<file path="src/rtl/busPkg.sv">
`default_nettype none

package busPkg;

	// One byte on the CPU data bus
	typedef logic [7:0] dataT;

	// Register address, channels 0 to 2 plus the control register
	typedef logic [1:0] addrT;

	localparam addrT controlAddr = 2'd3;

endpackage

`default_nettype wire

</file>
<file path="src/rtl/timerPkg.sv">
`default_nettype none

package timerPkg;

	// Three identical counter channels share the CPU bus
	localparam int numChannels = 3;

	// Counter value, initial count and latched count
	typedef logic [15:0] countT;

	// Low six bits of a control word: access field [5:4], mode [3:1], BCD [0]
	typedef logic [5:0] modeT;

	// Counter mode number, 0 to 5 (6 and 7 alias 2 and 3)
	typedef logic [2:0] modeFieldT;

	// Channel select field of a control word, value 3 is not a channel
	typedef logic [1:0] selectT;

	// Access field of a control word
	typedef enum logic [1:0] {
		latchCmd = 2'b00,
		lsbOnly  = 2'b01,
		msbOnly  = 2'b10,
		lsbMsb   = 2'b11
	} accessT;

	// State after reset matches a mode 0 control word with LSB access
	localparam modeT resetMode = {lsbOnly, 3'd0, 1'b0};

endpackage

`default_nettype wire

</file>
<file path="src/rtl/intervalTimer.sv">
`timescale 1ns/1ps
`default_nettype none

module intervalTimer
	import timerPkg::*, busPkg::*;
(
	input  logic clk,
	input  logic rst,
	input  logic cs_n,
	input  logic rd,
	input  logic we_n,
	input  addrT addr,
	input  dataT wrData,
	output dataT rdData,
	input  logic c0,
	input  logic c1,
	input  logic c2,
	input  logic gate0,
	input  logic gate1,
	input  logic gate2,
	output logic out0,
	output logic out1,
	output logic out2
);

	logic [numChannels-1:0] chAddr;
	logic [numChannels-1:0] chRd;
	logic [numChannels-1:0] chWe_n;
	dataT chRdData0;
	dataT chRdData1;
	dataT chRdData2;

	timerBusInterface busIf_i (
		.cs_n(cs_n),
		.rd(rd),
		.we_n(we_n),
		.addr(addr),
		.wrData(wrData),
		.chRdData0(chRdData0),
		.chRdData1(chRdData1),
		.chRdData2(chRdData2),
		.chAddr(chAddr),
		.chRd(chRd),
		.chWe_n(chWe_n),
		.rdData(rdData)
	);

	timerChannel channel0_i (
		.clk(clk),
		.rst(rst),
		.countClk(c0),
		.gate(gate0),
		.out(out0),
		.chAddr(chAddr[0]),
		.rd(chRd[0]),
		.we_n(chWe_n[0]),
		.wrData(wrData),
		.rdData(chRdData0)
	);

	timerChannel channel1_i (
		.clk(clk),
		.rst(rst),
		.countClk(c1),
		.gate(gate1),
		.out(out1),
		.chAddr(chAddr[1]),
		.rd(chRd[1]),
		.we_n(chWe_n[1]),
		.wrData(wrData),
		.rdData(chRdData1)
	);

	timerChannel channel2_i (
		.clk(clk),
		.rst(rst),
		.countClk(c2),
		.gate(gate2),
		.out(out2),
		.chAddr(chAddr[2]),
		.rd(chRd[2]),
		.we_n(chWe_n[2]),
		.wrData(wrData),
		.rdData(chRdData2)
	);

endmodule

`default_nettype wire

</file>
<file path="src/rtl/timerBusInterface.sv">
`timescale 1ns/1ps
`default_nettype none

module timerBusInterface
	import timerPkg::*, busPkg::*;
(
	input  logic cs_n,
	input  logic rd,
	input  logic we_n,
	input  addrT addr,
	input  dataT wrData,
	input  dataT chRdData0,
	input  dataT chRdData1,
	input  dataT chRdData2,
	output logic [numChannels-1:0] chAddr,
	output logic [numChannels-1:0] chRd,
	output logic [numChannels-1:0] chWe_n,
	output dataT rdData
);

	logic isControl;
	selectT ctrlSelect;
	logic [numChannels-1:0] hit;

	assign isControl = addr == controlAddr;
	assign ctrlSelect = wrData[7:6];

	// Control words go to the channel named in their select field,
	// select value 3 matches no channel and is dropped
	always_comb begin
		for (int n = 0; n < numChannels; n++) begin
			if (isControl)
				hit[n] = !cs_n && ctrlSelect == selectT'(n);
			else
				hit[n] = !cs_n && addr == addrT'(n);
		end
	end

	assign chAddr = {numChannels{isControl}};

	// The control register cannot be read
	assign chRd = hit & {numChannels{rd && !isControl}};
	assign chWe_n = ~(hit & {numChannels{!we_n}});

	always_comb begin
		rdData = '0;
		if (!isControl) begin
			case (addr)
				addrT'(0): rdData = chRdData0;
				addrT'(1): rdData = chRdData1;
				addrT'(2): rdData = chRdData2;
				default: rdData = '0;
			endcase
		end
	end

endmodule

`default_nettype wire

</file>
<file path="src/rtl/timerChannel.sv">
`timescale 1ns/1ps
`default_nettype none

module timerChannel
	import timerPkg::*, busPkg::*;
(
	input  logic clk,
	input  logic rst,
	input  logic countClk,
	input  logic gate,
	output logic out,
	input  logic chAddr,
	input  logic rd,
	input  logic we_n,
	input  dataT wrData,
	output dataT rdData
);

	modeT modeQ;
	countT initQ;
	countT latchQ;
	countT counterQ;
	countT step1;
	countT step2;
	countT nextSum;
	countT nextCount;
	countT readValue;
	accessT access;
	accessT wrAccess;
	modeFieldT modeSel;
	logic bcd;
	logic squareWave;
	logic triggered;
	logic enabled;
	logic loaded;
	logic latched;
	logic byteToggle;
	logic firstStep;
	logic done;
	logic cPrev;
	logic gateS;
	logic gatePrev;
	logic rdPrev;
	logic weNPrev;
	logic countEdge;
	logic gateChange;
	logic readDone;
	logic writeStart;

	assign access = accessT'(modeQ[5:4]);
	assign modeSel = modeQ[3:1];
	assign bcd = modeQ[0];
	assign wrAccess = accessT'(wrData[5:4]);
	assign squareWave = modeSel[1:0] == 2'b11;
	// Modes 1 and 5 start on a rising gate edge
	assign triggered = modeSel[1:0] == 2'b01;

	assign countEdge = countClk && !cPrev;
	assign gateChange = gateS != gatePrev;
	assign readDone = rdPrev && !rd;
	assign writeStart = weNPrev && !we_n;

	// In BCD the correction term borrows across every zero digit
	always_comb begin
		step1 = 16'hFFFF;
		if (bcd) begin
			if (counterQ[3:0] != 4'h0)
				step1 = 16'hFFFF;
			else if (counterQ[7:4] != 4'h0)
				step1 = 16'hFFF9;
			else if (counterQ[11:8] != 4'h0)
				step1 = 16'hFF99;
			else if (counterQ[15:12] != 4'h0)
				step1 = 16'hF999;
			else
				step1 = 16'h9999;
		end
	end

	always_comb begin
		step2 = 16'hFFFE;
		if (bcd) begin
			if (counterQ[3:1] != 3'd0)
				step2 = 16'hFFFE;
			else if (counterQ[7:4] != 4'h0)
				step2 = 16'hFFF8;
			else if (counterQ[11:8] != 4'h0)
				step2 = 16'hFF98;
			else if (counterQ[15:12] != 4'h0)
				step2 = 16'hF998;
			else
				step2 = 16'h9998;
		end
	end

	// Square wave counts by two, the first step of an odd count takes one
	assign nextSum = counterQ + ((firstStep || !squareWave) ? step1 : step2);
	assign nextCount = {nextSum[15:1], nextSum[0] && !squareWave};

	assign readValue = latched ? latchQ : counterQ;
	assign rdData = byteToggle ? readValue[15:8] : readValue[7:0];

	always_ff @(posedge clk) begin
		if (rst) begin
			modeQ <= resetMode;
			counterQ <= '0;
			enabled <= 1'b0;
			loaded <= 1'b0;
			latched <= 1'b0;
			byteToggle <= 1'b0;
			firstStep <= 1'b0;
			done <= 1'b1;
			out <= 1'b0;
			cPrev <= 1'b0;
			gateS <= 1'b0;
			gatePrev <= 1'b0;
			rdPrev <= 1'b0;
			weNPrev <= 1'b1;
		end else begin
			cPrev <= countClk;
			gateS <= gate;
			gatePrev <= gateS;
			rdPrev <= rd;
			weNPrev <= we_n;

			if (enabled && countEdge) begin
				if (loaded) begin
					if (modeSel[1] && nextCount == '0) begin
						counterQ <= initQ;
						firstStep <= initQ[0] && !out;
					end else begin
						counterQ <= nextCount;
						firstStep <= 1'b0;
					end
					if (nextCount[15:1] == '0 && !done) begin
						case (modeSel)
							3'd0, 3'd1: begin
								if (!nextCount[0]) begin
									out <= 1'b1;
									done <= 1'b1;
								end
							end
							3'd2, 3'd6: out <= !nextCount[0];
							3'd3, 3'd7: out <= !out;
							default: begin
								if (nextCount[0]) begin
									out <= 1'b0;
								end else begin
									out <= 1'b1;
									done <= 1'b1;
								end
							end
						endcase
					end
				end else begin
					counterQ <= initQ;
					loaded <= 1'b1;
					firstStep <= 1'b1;
					done <= 1'b0;
					if (modeSel[2:1] == 2'b00)
						out <= 1'b0;
				end
			end

			if (gateChange) begin
				if (!triggered) begin
					enabled <= gateS;
				end else if (gateS) begin
					loaded <= 1'b0;
					enabled <= 1'b1;
				end
			end

			if (readDone) begin
				if (access == lsbMsb)
					byteToggle <= !byteToggle;
				if (access != lsbMsb || byteToggle)
					latched <= 1'b0;
			end else if (writeStart) begin
				if (chAddr) begin
					if (wrAccess == latchCmd) begin
						latched <= 1'b1;
						byteToggle <= access == msbOnly;
					end else begin
						modeQ <= wrData[5:0];
						enabled <= 1'b0;
						loaded <= 1'b0;
						done <= 1'b1;
						latched <= 1'b0;
						byteToggle <= wrAccess == msbOnly;
						out <= wrData[3:1] != 3'd0;
					end
				end else begin
					// A running periodic or one-shot count picks up the new value later
					if (!triggered)
						enabled <= gateS && (access != lsbMsb || byteToggle);
					byteToggle <= access == msbOnly || (access == lsbMsb && !byteToggle);
					loaded <= modeSel[1:0] != 2'b00 && !done;
					if (done || modeSel == 3'd0)
						out <= modeSel != 3'd0;
				end
			end
		end
	end

	always_ff @(posedge clk) begin
		if (writeStart && !readDone) begin
			if (chAddr) begin
				if (wrAccess == latchCmd)
					latchQ <= counterQ;
			end else begin
				case (access)
					lsbOnly: initQ <= {8'h00, wrData};
					msbOnly: initQ <= {wrData, 8'h00};
					lsbMsb: begin
						if (byteToggle)
							initQ[15:8] <= wrData;
						else
							initQ[7:0] <= wrData;
					end
					default: ;
				endcase
			end
		end
	end

endmodule

`default_nettype wire

</file>
<file path="config.mk">
export PLATFORM = sky130hd
export DESIGN_NAME = intervalTimer
export DESIGN_NICKNAME = d
export VERILOG_FILES = /design/src/rtl/busPkg.sv /design/src/rtl/timerPkg.sv /design/src/rtl/intervalTimer.sv /design/src/rtl/timerBusInterface.sv /design/src/rtl/timerChannel.sv
export SDC_FILE = /design/constraint.sdc
export NUM_CORES = 1
export LEC_CHECK = 0
export ABC_AREA = 1
export BUFFER_PORTS_ARGS = -buffer_cell sky130_fd_sc_hd__buf_2
export CORE_MARGIN = 10
export CORE_UTILIZATION = 35
export DETAILED_ROUTE_END_ITERATION = 7
export PLACE_DENSITY_LB_ADDON = 0.12
export SETUP_SLACK_MARGIN = 0.02
export SYNTH_ARGS = -nofsm -noshare
export SYNTH_HDL_FRONTEND = slang
export SYNTH_SLANG_ARGS = --single-unit
</file>
<file path="constraint.sdc">
create_clock -name clk -period 3.9 [get_ports clk]
set_input_delay 0.78 -clock clk [delete_from_list [all_inputs] [get_ports clk]]
set_output_delay 0.78 -clock clk [all_outputs]
set_load 0.02 [all_outputs]
</file>
==> results of run 1 <==
-- cell usage after synthesis (3+ instances only) --
cell / count
nand3_1: 168
ha_1: 27
o21ai_0: 106
a211oi_1: 3
clkinv_1: 9
o22ai_1: 8
nand2_2: 11
inv_2: 12
inv_1: 223
nand4_1: 27
nand2_1: 428
edfxtp_1: 96
clkbuf_1: 40
nor2_1: 175
nor3_1: 20
or2_2: 4
nor2_2: 7
o31ai_1: 4
nor4_1: 7
o211ai_1: 7
buf_6: 5
dfxtp_1: 102
fa_1: 3
a31oi_1: 8
xor2_1: 4
a21oi_1: 141
a311o_1: 4
nand3b_1: 11
nand3_2: 7
o21ai_1: 3
-- worst min-delay path: cells and delay by family (launching register included) --
kind	cells	cell delay [ns]
flops	1	0.31
simple gates	1	0.08
buf+inv	1	0.06
-- path summary, 6_finish.rpt --
path	from	endpoint	slack, ns	depth (start not counted)
max	channel1_i.counterQ[2]	channel1_i.counterQ[5]	0.25	21
min	channel0_i.gateS	channel0_i.gatePrev	0.48	2
max reg2reg	channel1_i.counterQ[2]	channel1_i.counterQ[5]	0.25	21
min reg2reg	channel0_i.gateS	channel0_i.gatePrev	0.48	2
-- kinds of logic (layout without fill, tap and decap cells) --
logic type,after synthesis,after routing
flip-flops,198,198
XOR/XNOR,5,5
buffers and inverters,294,374
AO/OA/AOI/OAI,292,292
adder cells (fa/ha/maj),30,30
AND/OR/NAND/NOR,882,885
-- area by class of cell --
type / instances / area [µm²]
clock buffer: 19 / 454
clock inverter: 13 / 135
fill: 3649 / 19900
inverter: 244 / 916
multi-input combinational: 1212 / 6120
sequential: 198 / 4930
tap: 448 / 561
timing repair buffer: 98 / 688
-- cell usage in the layout (no fill, tap or decap), types with 23 or more instances in the layout --
master    instances
a21oi_1         139
inv_1           222
nor2_1          173
buf_4            65
dfxtp_1         101
nand4_1          27
nand3_1         164
buf_2            31
edfxtp_1         96
nand2_1         425
ha_1             23
o21ai_0         106
-- stage by stage --
stage	setup slack, ns	hold slack [ns]	power (µW)	instances	setup TNS, ns
final	0.254	0.478	4880	2232	0
after global routing	-0.0417	0.510	5100	2232	-0.407
after CTS	0.0429	0.485	4880	2221	0
after detailed placement	0.0952	0.469	3080	2189	0
after global placement	0.0498	0.457	3080	2189	0
after floorplan	0.412	0.437	2820	1701	0
-- power by group through the flow --
stage	sequential (µW)	clock, µW	combinational (µW)
2_1_floorplan	2280	0	537
3_3_place_gp	2300	0	786
3_5_place_dp	2300	0	787
4_1_cts	2250	1840	791
5_1_grt	2260	1920	919
6_report	2250	1810	824
-- timing repair --
item | CTS | global route
setup endpoints to repair | 0 | 54
setup buffers | 0 | 7
gates resized for setup | 0 | 33
-- layer usage --
metal	vias up	share of wire [%]	GRT usage, %
met4	0	2.0	5.33
met1	5419	48	26.6
met3	39	4.8	2.16
met2	303	45	29.6
li1	5773	-	-
met5	-	0	0
==> run metrics, run 1 <==
H-tree Lvls=4; ANT cells=0; initial drt markers=923; core area=between 30000 and 40000 µm²; worst-skew pair later-pin latency=0.46 ns; Seq/Total Area, Yosys=about two fifths; slowest cell on the critical path=or4_4; Max Slew Vio Count=0; CTS tree=yes; Synth Register Bits=198; ys flop type=dfxtp_1; simple-gate portion of the synthesized area=32.5%; Die Wd=slightly above 200 µm; Worst Setup Start Kind=flip-flop; top-area cell type share of the netlist area=about a quarter; # setup viols final=0; max_slew headroom=36.0%; MaxCap Viol Count=0; power per cell area=354 nW/µm²; Net Count, Synth=1752; WL per Instance=18.0 µm; Die Span Y=205 µm; Final Hold Viols=0; Crit Path Max Fanout=7; post-synthesis adder-cell area fraction=under 10%; Syn. warnings=0; complex-gate fraction of the synthesized area=13.1%; via count=between 10k and 15k; status=complete, no violations; Clock Root Buffer=clkbuf_16; Sink Count=~200; Avg Cell Area, Syn=7.05 µm²; Pleak=0.00625 µW; Total Routed Length=40200 µm; Synth Cell Area=12000 µm²; clock power share=between 30% and 40%; initial antenna violation count=0; row cnt=67; Int Pwr=around 3400 µW; Least-Margin Pin Slew=0.959 ns; first-pass GRT wire length=61500 µm; Final Util=40.9%; top post-synthesis cells by area=edfxtp_1, dfxtp_1, nand2_1; Post-Synth XOR/XNOR Area=0.365%; Worst Path Buf+Inv=2; largest net degree at the start of global routing=51; Finished Cell Area=13800 µm²; sw frac=30.4%; DRC Markers=0; Synth area leader=edfxtp_1; fraction of layout cells with a size suffix above 1=11.7%; Area Overhead vs Synth=15.1%; CP peak stage delay=0.45 ns; Logic pwr share=16.9%; 1st-pass router iterations=5; antenna viol nets, final=0; Final Net Count=1822; Synth Instances=roughly 1.7k; crit path DAT=4.02 ns; Worst EP required=between 4 and 5 ns; Detailed Place HPWL=30400 µm; largest family of logic cells by synthesized area=simple AND/OR/NAND/NOR gates; min Tclk post-route=3.65 ns; Placer Congestion=slightly above 0.9; Worst IR Drop VDD=0.311 mV; Setup CP Type=reg -> reg; Die ar.=between 40000 and 50000 µm²; TritonCTS Buffers=17; Post-synth EDFFs=between 90 and 100; count of cell types in the netlist=54; Reg power frac=46.1%; Max clock buf depth=2; CP Capture Type=flip-flop; via/cell ratio=5.17; CP cell instances=nor4_2 > nand2_1 > inv_1 > nand2_2 > or4_4 > nand3b_1 > ha_4 > nand2_1 > nor2_2 > and2_1 > nand2_1 > nand2_1 > nand2_1 > nand2_2 > nand3_2 > nor2_4 > nand3_4 > clkbuf_16 > nand3_1 > nand3_1 > a21oi_1; fmax=0.274 GHz; Hold-fix buffers, CTS=0; Sw Pwr=about 1500 µW; most frequent CP cell=nand2_1; Reg clk slew, reported paths=0.08 ns; GRT Util Overall=18.8%; GRT overflow=0; initial core utilization=35.6%; asr flop ratio synth=0%; # IOs=32; Top delay family on crit path=simple AND/OR/NAND/NOR gates; Final Skew=0.0153 ns; number of global-route vias before repair=10.7k; Placed Area=between 10000 and 15000 µm²; PortBufs=31; post-synthesis mux area share=0%; Worst Hold Class=reg -> reg; Final period util=93.5%
Note: power is estimated with default switching activity, not from simulation.
==> run 2, diff against run 1 <==
- CORE_UTILIZATION: 35 -> 58
==> run metrics, run 2 (synthesis gave the netlist of run 1 again) <==
most frequent CP cell=nand2_1 (unchanged); ANT cells=0 (unchanged); Pleak=0.00611 µW (was 0.00625 µW); max_slew headroom=22.7% (was 36.0%); largest net degree at the start of global routing=43 (was 51); Total Routed Length=35700 µm (was 40200 µm); antenna viol nets, final=0 (unchanged); CP Capture Type=flip-flop (unchanged); GRT overflow=0 (unchanged); final setup margin=0.191 ns (was 0.254 ns); 1st-pass router iterations=6 (was 5); GRT Util Overall=26.0% (was 18.8%); first-pass GRT wire length=55300 µm (was 61500 µm); # IOs=32 (unchanged); via/cell ratio=5.75 (was 5.17); Sink Count=198 (unchanged); power per cell area=358 nW/µm² (was 354 nW/µm²); H-tree Lvls=4 (unchanged); CP cell instances=nor4_4 > nand2_2 > inv_1 > nand2_1 > or4_4 > nand3b_1 > ha_4 > nand2_1 > nor2_1 > and2_1 > nand2_1 > nand2_1 > nand2_1 > nand2_2 > nand3_1 > nor2_4 > nand3_4 > buf_4 > nand3_1 > nand3_1 > a21oi_1 (was nor4_2 > nand2_1 > inv_1 > nand2_2 > or4_4 > nand3b_1 > ha_4 > nand2_1 > nor2_2 > and2_1 > nand2_1 > nand2_1 > nand2_1 > nand2_2 > nand3_2 > nor2_4 > nand3_4 > clkbuf_16 > nand3_1 > nand3_1 > a21oi_1); Worst EP required=4.28 ns (about the same); CP peak stage delay=0.46 ns (was 0.45 ns); status=complete, no violations (unchanged); Final Hold Viols=0 (unchanged); Detailed Place HPWL=26500 µm (was 30400 µm); commonest non-fill, non-tap cells in the layout=nand2_1, inv_1, nor2_1 (unchanged); DRC Markers=0 (unchanged); Final Skew=0.0117 ns (was 0.0153 ns); # setup viols final=0 (unchanged); WL per Instance=17.5 µm (was 18.0 µm); row cnt=52 (was 67); most common cell after layout, fill and taps aside=nand2_1 (unchanged); Die Wd=164 µm (was 205 µm); core area=20300 µm² (was 33700 µm²); Final Util=65.8% (was 40.9%); Final period util=95.1% (was 93.5%); Placed Area=12500 µm² (was 12900 µm²); crit path DAT=4.09 ns (was 4.02 ns); Reg clk slew, reported paths=0.08 ns (about the same); Least-Margin Pin Slew=1.14 ns (was 0.959 ns); Finished Cell Area=13400 µm² (was 13800 µm²); dpl ws=0.0650 ns (was 0.0952 ns); TritonCTS Buffers=17 (unchanged); initial antenna violation count=0 (unchanged); min Tclk post-route=3.71 ns (was 3.65 ns); Worst Hold Class=reg -> reg (unchanged); Die Span Y=164 µm (was 205 µm); Max clock buf depth=2 (unchanged); Worst IR Drop VDD=0.299 mV (was 0.311 mV); CTS tree=yes (unchanged); Die ar.=26800 µm² (was 42000 µm²); fmax=0.270 GHz (was 0.274 GHz); Hold-fix buffers, CTS=0 (unchanged); initial core utilization=59.0% (was 35.6%); Setup CP Type=reg -> reg (unchanged); PortBufs=31 (unchanged); Worst Setup Start Kind=flip-flop (unchanged); fraction of layout cells with a size suffix above 1=10.7% (was 11.7%); Max Slew Vio Count=0 (unchanged); Final Net Count=1803 (was 1822); worst-skew pair later-pin latency=0.45 ns (was 0.46 ns); Clock Root Buffer=clkbuf_16 (unchanged); via count=11.7k (was 11.5k); slowest cell on the critical path=or4_4 (unchanged); initial drt markers=1454 (was 923); Placer Congestion=0.983 (was 0.908); Area Overhead vs Synth=11.4% (was 15.1%); MaxCap Viol Count=0 (unchanged); Crit Path Max Fanout=6 (was 7); number of global-route vias before repair=10.3k (was 10.7k); # fillers=1878 (was 3649)
-- run 2: cell count changes in the layout (fill, tap and decap cells not counted), sizes merged --
cell / previous run / this run
buf: 97 / 80
clkbuf: 20 / 17
inv: 242 / 245
bufinv: 1 / 0
clkinv: 13 / 14
clkinvlp: 1 / 0
nand2: 443 / 442
nand3: 176 / 177
nand3b: 13 / 12
-- run 2: stage by stage --
| stage | instances | total power [µW] | TNS, ns | hold WS (ns) |
|---|---|---|---|---|
| floorplan | 1701 | 2820 | 0 | 0.437 |
| global placement | 1990 | 3030 | 0 | 0.457 |
| detailed placement | 1990 | 3040 | 0 | 0.469 |
| CTS | 2022 | 4750 | 0 | 0.481 |
| global route | 2035 | 4950 | -0.223 | 0.499 |
| finish | 2035 | 4780 | 0 | 0.475 |
-- run 2: power breakdown --
part | internal [µW] | switching, µW
Sequential | 2210 | 46.5
Clock | 860 | 888
Combinational | 231 | 546
-- run 2: worst max-delay path, delay by kind of cell (launching register included) --
family / cells / cell delay [ns]
and+or+nand+nor: 17 / 2.57
adders and majority gates: 1 / 0.36
DFF: 1 / 0.34
buffers and inverters: 2 / 0.26
AOI/OAI and AO/OA: 1 / 0.13
-- run 2: final timing paths --
| kind | start | to | slack [ns] | depth (start not counted) |
|---|---|---|---|---|
| min reg2reg | channel0_i.gateS | channel0_i.gatePrev | 0.48 | 2 |
| max reg2reg | channel1_i.counterQ[1] | channel1_i.counterQ[10] | 0.19 | 21 |
| max | channel1_i.counterQ[1] | channel1_i.counterQ[10] | 0.19 | 21 |
| min | channel0_i.gateS | channel0_i.gatePrev | 0.48 | 2 |
-- run 2: routing by layer --
| layer | up-vias | global-route usage [%] | part of all wire, % |
|---|---|---|---|
| li1 | 5745 | - | - |
| met1 | 5381 | 36.7 | 44 |
| met2 | 504 | 40.1 | 45 |
| met3 | 64 | 4.63 | 8.7 |
| met4 | 0 | 7.31 | 2.3 |
| met5 | - | 0 | 0 |
-- run 2: what timing repair did --
item,in CTS,in global routing
endpoints found under the hold margin,0,0
endpoints found under the setup margin,0,53
setup buffers,0,11
gates resized for setup,0,30
-- run 2: cell type report --
cell class / instances / area, µm² / share of cell area [%]
inverter: 244 / 916 / 6.86
tap: 270 / 338 / 2.53
sequential: 198 / 4940 / 37.0
clock buffer: 17 / 425 / 3.19
multi-input combinational: 1211 / 6060 / 45.4
clock inverter: 15 / 155 / 1.16
timing repair buffer: 80 / 527 / 3.94
